===== config.mk =====
export PLATFORM = sky130hd
export DESIGN_NAME = storebuffer
export DESIGN_NICKNAME = d
export VERILOG_FILES = /design/src/verilog/storebuffer_pkg.sv /design/src/verilog/storebuffer_if.sv /design/src/verilog/storebuffer.sv /design/src/verilog/storebuffer_array.sv /design/src/verilog/storebuffer_backing.sv /design/src/verilog/storebuffer_lookup.sv
export SDC_FILE = /design/constraint.sdc
export NUM_CORES = 2
export LEC_CHECK = 0
export ABC_CLOCK_PERIOD_IN_PS = 9400
export BUFFER_PORTS_ARGS = -buffer_cell sky130_fd_sc_hd__buf_4
export CAP_MARGIN = 20
export CORE_MARGIN = 4
export CORE_UTILIZATION = 40
export DETAILED_ROUTE_END_ITERATION = 12
export HOLD_SLACK_MARGIN = 0.12
export PLACE_DENSITY = 0.55
export SETUP_SLACK_MARGIN = 0.4
export SLEW_MARGIN = 20
export SYNTH_ARGS = -nofsm -noshare
export SYNTH_HDL_FRONTEND = slang
export SYNTH_SLANG_ARGS = --single-unit

===== constraint.sdc =====
create_clock -name clock -period 9.4 [get_ports clock]
set_clock_uncertainty 0.15 [all_clocks]
set_input_delay 1.88 -clock clock [delete_from_list [all_inputs] [get_ports clock]]
set_output_delay 1.88 -clock clock [all_outputs]
set_load 0.05 [all_outputs]

===== src/verilog/storebuffer_pkg.sv =====
package storebuffer_pkg;

  // ******************************
  // Geometry
  // ******************************

  localparam int storebuffer_depth = 16;
  localparam int index_width = 4;
  localparam int tag_width = 29;

  // Byte offset inside a doubleword
  localparam int offset_width = 3;

  // ******************************
  // Entry layout
  // ******************************

  // 95 bits, valid on top, data at the bottom
  typedef struct packed {
    logic valid;
    logic dirty;
    logic [tag_width-1:0] tag;
    logic [63:0] data;
  } entry_type;

  localparam entry_type init_entry = '0;

endpackage

===== src/verilog/storebuffer_if.sv =====
// Lookup stage to entry array
interface array_port_if;

  logic [storebuffer_pkg::index_width-1:0] raddr;
  storebuffer_pkg::entry_type rdata;
  logic wen;
  logic [storebuffer_pkg::index_width-1:0] waddr;
  storebuffer_pkg::entry_type wdata;

  modport lookup(output raddr, output wen, output waddr, output wdata, input rdata);

  modport array(input raddr, input wen, input waddr, input wdata, output rdata);

endinterface

// Lookup stage to memory stage, one transaction at a time
interface backing_req_if;

  logic start;
  logic fetch;
  logic evict;
  logic [31:0] fetch_addr;
  logic [31:0] victim_addr;
  logic [63:0] victim_data;
  logic done;
  logic [63:0] fill_data;

  modport lookup(
    output start, output fetch, output evict,
    output fetch_addr, output victim_addr, output victim_data,
    input done, input fill_data
  );

  modport backing(
    input start, input fetch, input evict,
    input fetch_addr, input victim_addr, input victim_data,
    output done, output fill_data
  );

endinterface


===== src/verilog/storebuffer.sv =====
module storebuffer (
  input logic clock,
  input logic reset,
  input logic req_valid,
  input logic req_fence,
  input logic [31:0] req_addr,
  input logic [63:0] req_wdata,
  input logic [7:0] req_strb,
  output logic resp_ready,
  output logic [63:0] resp_rdata,
  output logic mem_valid,
  output logic mem_store,
  output logic [31:0] mem_addr,
  output logic [63:0] mem_wdata,
  input logic mem_ready,
  input logic [63:0] mem_rdata
);

  array_port_if array_port ();
  backing_req_if backing_req ();

  storebuffer_array array_inst (
    .clock(clock),
    .port(array_port)
  );

  storebuffer_lookup lookup_inst (
    .clock(clock),
    .reset(reset),
    .req_valid(req_valid),
    .req_fence(req_fence),
    .req_addr(req_addr),
    .req_wdata(req_wdata),
    .req_strb(req_strb),
    .resp_ready(resp_ready),
    .resp_rdata(resp_rdata),
    .array(array_port),
    .backing(backing_req)
  );

  storebuffer_backing backing_inst (
    .clock(clock),
    .reset(reset),
    .req(backing_req),
    .mem_valid(mem_valid),
    .mem_store(mem_store),
    .mem_addr(mem_addr),
    .mem_wdata(mem_wdata),
    .mem_ready(mem_ready),
    .mem_rdata(mem_rdata)
  );

endmodule


===== src/verilog/storebuffer_array.sv =====
module storebuffer_array (
  input logic clock,
  array_port_if.array port
);

  // All entries start out invalid
  storebuffer_pkg::entry_type entries [0:storebuffer_pkg::storebuffer_depth-1] =
    '{default: storebuffer_pkg::init_entry};

  always_ff @(posedge clock) begin
    if (port.wen) begin
      entries[port.waddr] <= port.wdata;
    end
  end

  // Asynchronous read, the lookup compares in the same cycle
  always_comb begin
    port.rdata = entries[port.raddr];
  end

endmodule


===== src/verilog/storebuffer_backing.sv =====
module storebuffer_backing (
  input logic clock,
  input logic reset,
  backing_req_if.backing req,
  output logic mem_valid,
  output logic mem_store,
  output logic [31:0] mem_addr,
  output logic [63:0] mem_wdata,
  input logic mem_ready,
  input logic [63:0] mem_rdata
);

  logic evict_q;
  logic fetch_q;
  logic mem_valid_q;
  logic mem_store_q;
  logic done_q;

  logic [31:0] fetch_addr_q;
  logic [31:0] victim_addr_q;
  logic [63:0] victim_data_q;
  logic [63:0] fill_data_q;

  logic handshake;

  assign handshake = mem_valid_q & mem_ready;

  // ******************************
  // Write-back then refill
  // ******************************

  always_ff @(posedge clock) begin
    if (!reset) begin
      evict_q <= 1'b0;
      fetch_q <= 1'b0;
      mem_valid_q <= 1'b0;
      mem_store_q <= 1'b0;
      done_q <= 1'b0;
    end else begin
      done_q <= 1'b0;
      if (req.start) begin
        evict_q <= req.evict;
        fetch_q <= req.fetch;
        mem_valid_q <= 1'b1;
        mem_store_q <= req.evict;
      end else if (handshake) begin
        mem_valid_q <= 1'b0;
        if (mem_store_q) begin
          evict_q <= 1'b0;
          done_q <= !fetch_q;
        end else begin
          fetch_q <= 1'b0;
          done_q <= 1'b1;
        end
      end else if (!mem_valid_q && fetch_q && !evict_q) begin
        // Victim is out, issue the read
        mem_valid_q <= 1'b1;
        mem_store_q <= 1'b0;
      end
    end
  end

  always_ff @(posedge clock) begin
    if (req.start) begin
      fetch_addr_q <= req.fetch_addr;
      victim_addr_q <= req.victim_addr;
      victim_data_q <= req.victim_data;
    end
    if (handshake && !mem_store_q) begin
      fill_data_q <= mem_rdata;
    end
  end

  assign mem_valid = mem_valid_q;
  assign mem_store = mem_store_q;
  assign mem_addr = mem_store_q ? victim_addr_q : fetch_addr_q;
  assign mem_wdata = mem_store_q ? victim_data_q : 64'd0;

  assign req.done = done_q;
  assign req.fill_data = fill_data_q;

endmodule


===== src/verilog/storebuffer_lookup.sv =====
module storebuffer_lookup (
  input logic clock,
  input logic reset,
  input logic req_valid,
  input logic req_fence,
  input logic [31:0] req_addr,
  input logic [63:0] req_wdata,
  input logic [7:0] req_strb,
  output logic resp_ready,
  output logic [63:0] resp_rdata,
  array_port_if.lookup array,
  backing_req_if.lookup backing
);

  typedef enum logic [1:0] {
    idle,
    wait_mem,
    fence_walk
  } state_type;

  state_type state_q;
  logic [storebuffer_pkg::index_width-1:0] walk_q;
  logic pending_q;
  logic start_q;
  logic fetch_q;
  logic evict_q;
  logic resp_ready_q;
  logic [63:0] resp_rdata_q;

  // Latched request and victim
  logic [31:0] addr_q;
  logic [63:0] wdata_q;
  logic [7:0] strb_q;
  logic [31:0] victim_addr_q;
  logic [63:0] victim_data_q;

  logic [storebuffer_pkg::index_width-1:0] req_index;
  logic [storebuffer_pkg::tag_width-1:0] req_tag;
  logic is_store;
  logic hit;
  logic victim_dirty;
  logic walk_step;
  storebuffer_pkg::entry_type merged_entry;
  storebuffer_pkg::entry_type fill_entry;

  function automatic logic [63:0] merge_bytes(
    input logic [63:0] old_data,
    input logic [63:0] new_data,
    input logic [7:0] strb
  );
    logic [63:0] result;
    result = old_data;
    for (int i = 0; i < 8; i++) begin
      if (strb[i]) begin
        result[8*i +: 8] = new_data[8*i +: 8];
      end
    end
    return result;
  endfunction

  // ******************************
  // Compare and merge
  // ******************************

  always_comb begin
    req_index = req_addr[storebuffer_pkg::offset_width +: storebuffer_pkg::index_width];
    req_tag = req_addr[storebuffer_pkg::offset_width +: storebuffer_pkg::tag_width];
    is_store = |req_strb;

    array.raddr = (state_q == fence_walk) ? walk_q : req_index;
    hit = array.rdata.valid && (array.rdata.tag == req_tag);
    victim_dirty = array.rdata.valid & array.rdata.dirty;
    // During the walk, move on once the entry is clean or its write-back is done
    walk_step = pending_q ? backing.done : !victim_dirty;

    merged_entry = array.rdata;
    merged_entry.dirty = array.rdata.dirty | is_store;
    merged_entry.data = merge_bytes(array.rdata.data, req_wdata, req_strb);

    fill_entry.valid = 1'b1;
    fill_entry.dirty = |strb_q;
    fill_entry.tag = addr_q[storebuffer_pkg::offset_width +: storebuffer_pkg::tag_width];
    fill_entry.data = merge_bytes(backing.fill_data, wdata_q, strb_q);

    array.wen = 1'b0;
    array.waddr = req_index;
    array.wdata = merged_entry;
    case (state_q)
      idle: begin
        array.wen = req_valid & !req_fence & hit & is_store;
      end
      wait_mem: begin
        array.wen = backing.done;
        array.waddr = addr_q[storebuffer_pkg::offset_width +: storebuffer_pkg::index_width];
        array.wdata = fill_entry;
      end
      default: begin
        // Fence clears each entry as it is visited
        array.wen = !pending_q;
        array.waddr = walk_q;
        array.wdata = storebuffer_pkg::init_entry;
      end
    endcase
  end

  // ******************************
  // Control
  // ******************************

  always_ff @(posedge clock) begin
    if (!reset) begin
      state_q <= idle;
      walk_q <= '0;
      pending_q <= 1'b0;
      start_q <= 1'b0;
      fetch_q <= 1'b0;
      evict_q <= 1'b0;
      resp_ready_q <= 1'b0;
    end else begin
      start_q <= 1'b0;
      resp_ready_q <= 1'b0;
      case (state_q)
        idle: begin
          if (req_valid) begin
            if (req_fence) begin
              state_q <= fence_walk;
              walk_q <= '0;
            end else if (hit) begin
              resp_ready_q <= 1'b1;
            end else begin
              start_q <= 1'b1;
              fetch_q <= 1'b1;
              evict_q <= victim_dirty;
              state_q <= wait_mem;
            end
          end
        end
        wait_mem: begin
          if (backing.done) begin
            resp_ready_q <= 1'b1;
            state_q <= idle;
          end
        end
        default: begin
          if (walk_step) begin
            pending_q <= 1'b0;
            if (&walk_q) begin
              resp_ready_q <= 1'b1;
              state_q <= idle;
            end else begin
              walk_q <= walk_q + 1'b1;
            end
          end else if (!pending_q) begin
            // Write-back only, nothing to refill
            start_q <= 1'b1;
            fetch_q <= 1'b0;
            evict_q <= 1'b1;
            pending_q <= 1'b1;
          end
        end
      endcase
    end
  end

  always_ff @(posedge clock) begin
    if (state_q == idle && req_valid) begin
      addr_q <= req_addr;
      wdata_q <= req_wdata;
      strb_q <= req_strb;
      resp_rdata_q <= (is_store || req_fence) ? 64'd0 : array.rdata.data;
    end
    if (state_q == wait_mem && backing.done) begin
      resp_rdata_q <= (|strb_q) ? 64'd0 : backing.fill_data;
    end
    if (state_q == fence_walk) begin
      resp_rdata_q <= 64'd0;
    end
    if ((state_q == idle && req_valid) || (state_q == fence_walk && !pending_q)) begin
      victim_addr_q <= {array.rdata.tag, {storebuffer_pkg::offset_width{1'b0}}};
      victim_data_q <= array.rdata.data;
    end
  end

  assign backing.start = start_q;
  assign backing.fetch = fetch_q;
  assign backing.evict = evict_q;
  assign backing.fetch_addr = {addr_q[31:storebuffer_pkg::offset_width],
                               {storebuffer_pkg::offset_width{1'b0}}};
  assign backing.victim_addr = victim_addr_q;
  assign backing.victim_data = victim_data_q;

  assign resp_ready = resp_ready_q;
  assign resp_rdata = resp_rdata_q;

endmodule


# --- Word level (Yosys, flattened, before mapping) ---
# Memories as Yosys holds them, arrays and structs flattened.
# Index checks and enable logic that the tools add are counted.
# Widths: inputs -> output; s select.
word_totals:
  register_bits: 463
  ramBits: 1520
  input_bits: 173
  output_inout_bits: 163
  elab_cells: 163
  memories: 1
memory_table:
  columns: ["memory", "words", "width", "read_ports", "rd_clocked_by_memory_dff", "write_ports", "line_no", "text"]
  rows:
  - ["array_inst.entries", 16, 95, 1, 0, 1, "storebuffer_array.sv:7", "storebuffer_pkg::entry_type entries [0:storebuffer_pkg::storebuffer_depth-1] ="]
classes:
  add_sub_neg: 1
  n_eq_ne: 14
  mux: 80
  n_bitwise: 9
  reduce_logical: 36
ops:
  columns: ["op", "n"]
  rows:
  - ["$mux 64", 5]
  - ["$pmux 95 s2", 1]
  - ["$mux 8", 16]
  - ["$mux 1", 38]
  - ["$mux 32", 1]
  - ["$eq 29x29->1", 1]
  - ["$mux 4", 5]
  - ["$ne 2x2->1 const B", 9]
  - ["$pmux 4 s2", 2]
  - ["$reduce_or 8->1", 2]
  - ["$mux 2", 6]
  - ["$pmux 1 s2", 5]
  - ["$reduce_and 5->1", 2]
  - ["$reduce_bool 2->1", 5]
  - ["$reduce_bool 3->1", 3]
  - ["$logic_and 1x1->1", 7]
  - ["$logic_not 1->1", 7]
  - ["$reduce_and 2->1", 3]
  - ["$reduce_and 6->1", 1]
  - ["$and 1x1->1", 5]
  - ["$add 4x1->4 const B", 1]
  - ["$pmux 2 s2", 1]
  - ["$reduce_and 4->1", 1]
  - ["$ne 3x3->1 const B", 1]
  - ["9 further kinds", 12]

# --- Logic depth before layout (Yosys ltp) ---
# An unclocked memory read counts as a cell.
logic_depth:
  ltp_word: 10
  ltp_mapped: 17

# --- Cells and area by module ---
# From an unflattened synthesis, not the netlist that was laid out.
hier_totals:
  cells_unflattened: 3578
  hier_area_um2: 75936.6
modules_own_cells:
  columns: ["module", "n_inst", "cells_per_inst", "area_each_um2", "seq_area_each_um2"]
  rows:
  - ["storebuffer_array", 1, 2339, 56793.2, 45643.8]
  - ["storebuffer_lookup", 1, 919, 12166.7, 7327.0]
  - ["storebuffer_backing", 1, 320, 6976.7, 5865.6]

# --- Least setup slack after synthesis ---
# OpenSTA, ideal clock, no wires.
synth_timing:
  path_type: "input port to flip-flop"
  from: "input port req_valid"
  to: "memory array_inst.entries[10][0] in the netlist's numbering (enable)"
  setup_time_ns: 0.550
  t_arrival_ns: 9.006
  required_time_ns: 8.700
  slack_ns: -0.305
  cell_stages: 6
  path_cell_list: "and2_1 nor2b_1 nand2_1 nor2_1 a21oi_1 nor2_1"
synth_between:
  elab_chain_cells: 6
synth_lines:
  columns: ["item", "line_no", "text"]
  rows:
  - ["start: declaration", "storebuffer.sv:4", "input logic req_valid,"]
  - ["$and 1x1->1 (3 in series)", "storebuffer_lookup.sv:90", "array.wen = req_valid & !req_fence & hit & is_store;"]
  - ["$pmux 1 s2", "storebuffer_lookup.sv:88", "case (state_q)"]
  - ["$mux 1", "storebuffer_array.sv:11", "if (port.wen) begin"]
  - ["$mux 1 (implied by the code)", "storebuffer_array.sv:12", "entries[port.waddr] <= port.wdata;"]
  - ["end: declaration", "storebuffer_array.sv:7", null]
# No other way between the ends.

# --- Final worst setup path ---
layout_timing:
  from: "register lookup_inst.state_q[0]"
  to: "memory array_inst.entries[4][36] in the netlist's numbering (enable)"
layout_between:
  elab_chain_cells: 10
  elab_cells_between_ends: 13
layout_lines:
  columns: ["item", "line_no", "text"]
  rows:
  - ["start: declaration", "storebuffer_lookup.sv:21", "state_type state_q;"]
  - ["start signal: assignment", "storebuffer_lookup.sv:112", "state_q <= idle;"]
  - ["start signal: assignment", "storebuffer_lookup.sv:126", "state_q <= fence_walk;"]
  - ["start signal: assignment", "storebuffer_lookup.sv:134", "state_q <= wait_mem;"]
  - ["$eq 2x2->1", "storebuffer_lookup.sv:70", "array.raddr = (state_q == fence_walk) ? walk_q : req_index;"]
  - ["$mux 4", "storebuffer_lookup.sv:70", null]
  - ["$mem_v2 16x95", null, null]
  - ["$eq 29x29->1", "storebuffer_lookup.sv:71", "hit = array.rdata.valid && (array.rdata.tag == req_tag);"]
  - ["$logic_and 1x1->1", "storebuffer_lookup.sv:71", null]
  - ["$and 1x1->1 (2 in series)", "storebuffer_lookup.sv:90", null]
  - ["$pmux 1 s2", "storebuffer_lookup.sv:88", null]
  - ["$mux 1", "storebuffer_array.sv:11", null]
  - ["$mux 1 (implied by the code)", "storebuffer_array.sv:12", null]
# Parallel ways exist; a longest one is shown, timed or not.

==> impl_metrics.yaml <==
critical_path:
  setup.worst_path.start: "lookup_inst.state_q[0]$_SDFFE_PN0P_"
  worstPathRequired_ns: 9.72
  critPathCaptureType: "flip-flop"
  critPathArrivalTime_ns: 7.76
  path_max_fanout: 78
  rr_startpoint: "lookup_inst.state_q[0]$_SDFFE_PN0P_"
  crit_path_start_kind: "flip-flop"
  path_class: "reg2reg"
yosys:
  syn_inst: 4413
  seq_area_frac_synth_pct: 75.2
  synth_ff_type: "edfxtp_1"
  synth_edf_count: 1900
  yosysUniqueCellTypes: 74
  synth-seq-cells: 1980
  avgSynthCellArea_sq_um: 17.7
  async_flop_share_pct: 0
  ys_warn_count: 0
  synth_area_sq_mm: 0.0780
place:
  portBuffers: 329
  dpl_cell_area_sq_mm: 0.0845
  gp_congestion: 0.799
  pre_cts_ws_ns: 1.75
  dpl.cell_count: 7172
  dp.final_hpwl_um: 120000
floorplan:
  num_rows: 161
  dieArea_sq_mm: 0.202
  pin_count: 336
  fp.dieH_um: 450
  initial_core_util_pct: 40.4
  die_x_um: 450
  core_region_area_sq_mm: 0.193
routing:
  wire_per_inst_um: 28.7
  dr.first_iter.drc_count: 4046
  drc: 0
  wirelength_um: 217000
  drt-pass1-iter-count: 6
  vias: 42884
  vias_per_cell: 5.67
  ant_nets: 0
final_layout:
  num-nets-final: 5029
  final.fill_count: 16252
  final_common_cell: "edfxtp_1"
  syn_to_final_growth_pct: 17.1
  mostFrequentLayoutCells: "1900 x edfxtp_1, 471 x buf_4, 457 x nand2_1"
  finalInstanceArea_sq_mm: 0.0913
  drive_above_1_share_pct: 23.6
  fin_cells: 7563
pwr:
  clock_power_share_pct: 39.3
  switchingPower_mw: 5.08
  p_leak_nw: 30.4
  internal_power_mw: 15.7
  netSwitchingFraction_pct: 24.4
  comb_power_share_pct: 10.8
  irDropWorstVdd_uv: 170
  p_per_area_mw_per_mm2: 228
  p_seq_share_pct: 49.9
sta:
  slew-limit-headroom_pct: 16.3
  finalHoldViolations: 0
  finalSetupViolCount: 0
  fin_crit_ns: 7.44
  finalMaxSlewViolations: 0
  max_slew.worst_pin.slew_ns: 1.26
  fmax_mhz: 134
  fin_crit_sh_pct: 79.1
  grt_setup_unrepaired: "false"
  setup_ws_ns: 1.96
grt:
  antenna_found_initial: 6
  grt_max_degree: 150
  grt_pass1_vias: 43394
  grt_overflow: 0
  grt_pass1_wl_um: 314000
  grt.total_usage_pct: 21.2
outcome:
  status: "finished, final reports clean"
cts:
  cts_root_buf: "clkbuf_16"
  cts_hold_buffers: 0
  clkSinkCount: 1980
  htree_levels: 4
  cts_tree: "done"
  cts_buffer_depth: 3
  cts_buffers: 207
  post_cts.repair.setup_buffers: 0
  clock_latency_ns: 0.85
  cts-resized-gates: 0
  clk_pin_slew_worst_paths_ns: 0.06
min_path:
  hold_class: "reg2reg"
  worstHoldStart: "lookup_inst.backing.victim_data[58]$_DFFE_PP_"
flow_run:
  cap_violations: 0
per-stage QoR:
| stage | total power [mW] | hold slack (ns) | setup TNS (ns) | util (%) |
|---|---|---|---|---|
| after floorplan | 11.9 | 0.250 | -462.19 | - |
| after detailed placement | 12.8 | 0.255 | 0 | 43.7 |
| final | 20.8 | 0.262 | 0 | 47.3 |
| after global placement | 12.8 | 0.251 | 0 | 43.7 |
| after global routing | 21.5 | 0.266 | 0 | 47.3 |
| after CTS | 21.0 | 0.255 | 0 | 47.2 |
cells by family (layout without fill, tap and decap cells):
group	after synthesis	after routing	synth area share [%]
and+or+nand+nor	928	928	5.59
AOI/OAI and AO/OA	622	622	5.57
DFF	1980	1980	75.2
muxes	539	539	11.6
adders and majority gates	1	1	0.0160
xor gates and xnor gates	23	23	0.258
other	1	7	0.00481
buffers and inverters	319	937	1.78
flip-flops by register name (all words and copies together), names as in the netlist, 2 cells and up:
| register | flops |
|---|---|
| lookup_inst.resp_rdata | 64 |
| lookup_inst.backing.victim_data | 64 |
| array_inst.entries | 1520 |
| lookup_inst.addr_q | 29 |
| backing_inst.req.fill_data | 64 |
| lookup_inst.backing.victim_addr | 29 |
| backing_inst.victim_addr_q | 29 |
| lookup_inst.strb_q | 8 |
| backing_inst.fetch_addr_q | 29 |
| backing_inst.victim_data_q | 64 |
| lookup_inst.walk_q | 4 |
| lookup_inst.state_q | 2 |
| lookup_inst.wdata_q | 64 |
critical path, stage by stage (launching register included):
cell and delay (ns):
dfxtp_4 0.84, nand2b_2 0.80, buf_4 0.66, mux2i_4 0.70
buf_12 0.56, o221ai_1 0.28, o22a_1 0.34, and3_1 0.20
a211oi_1 0.40, nand4_1 0.34, nor4_4 0.41, a21oi_1 0.13
buf_4 0.24, nor2_4 0.43, buf_12 0.41
layout make-up:
cell class                      count  area (sq um)  share of cell area [%]
Multi-Input combinational cell   2116         18300                    20.0
Clock inverter                    115          1240                    1.36
Clock buffer                      272          5560                    6.08
Timing Repair Buffer              507          4250                    4.65
Tap cell                         2526          3160                    3.46
Inverter                           43           161                   0.177
Antenna cell                        4          10.0                  0.0110
Sequential cell                  1980         58700                    64.2
per-layer routing:
layer | wire length, um | track usage [%]
met4 | 5340 | 5.67
met1 | 91600 | 29.3
met5 | 0 | 0
met3 | 12300 | 3.06
met2 | 108000 | 35.5
worst paths after layout:
| path | to | slack [ns] | depth (start not counted) |
|---|---|---|---|
| worst min-delay path | backing_inst.victim_data_q[58]$_DFFE_PP_ | 0.26 | 0 |
| worst max register to register | array_inst.entries[4][36]$_DFFE_PP_ | 1.96 | 14 |
| worst min register to register | backing_inst.victim_data_q[58]$_DFFE_PP_ | 0.26 | 0 |
| worst max-delay path | array_inst.entries[4][36]$_DFFE_PP_ | 1.96 | 14 |
synth_stat cells (12+ instances only):
library cell | n | area, sq um
nor2b_1 | 66 | 413
o21ai_0 | 27 | 135
edfxtp_1 | 1900 | 57100
buf_1 | 32 | 120
inv_1 | 43 | 161
a211oi_1 | 244 | 1830
mux2i_1 | 213 | 2130
nor2_1 | 147 | 552
xnor2_1 | 12 | 105
mux2_2 | 38 | 428
clkbuf_1 | 168 | 631
mux4_2 | 288 | 6490
dfxtp_1 | 80 | 1600
buf_2 | 52 | 260
a21oi_1 | 96 | 480
nand2b_1 | 47 | 294
buf_4 | 15 | 113
o22ai_1 | 30 | 188
and2_1 | 70 | 438
a31oi_1 | 68 | 425
and3_1 | 68 | 425
a22oi_1 | 71 | 533
nand2_1 | 457 | 1720
nand3_1 | 14 | 70.1
power by group through the flow:
stage / combinational (mW) / clock, mW / sequential, mW
detailed placement: 2.28 / 0 / 10.6
finish: 2.25 / 8.18 / 10.4
floorplan: 1.19 / 0 / 10.7
global route: 2.42 / 8.71 / 10.4
CTS: 2.28 / 8.32 / 10.4
global placement: 2.25 / 0 / 10.5
(Power assumes the default switching activity.)
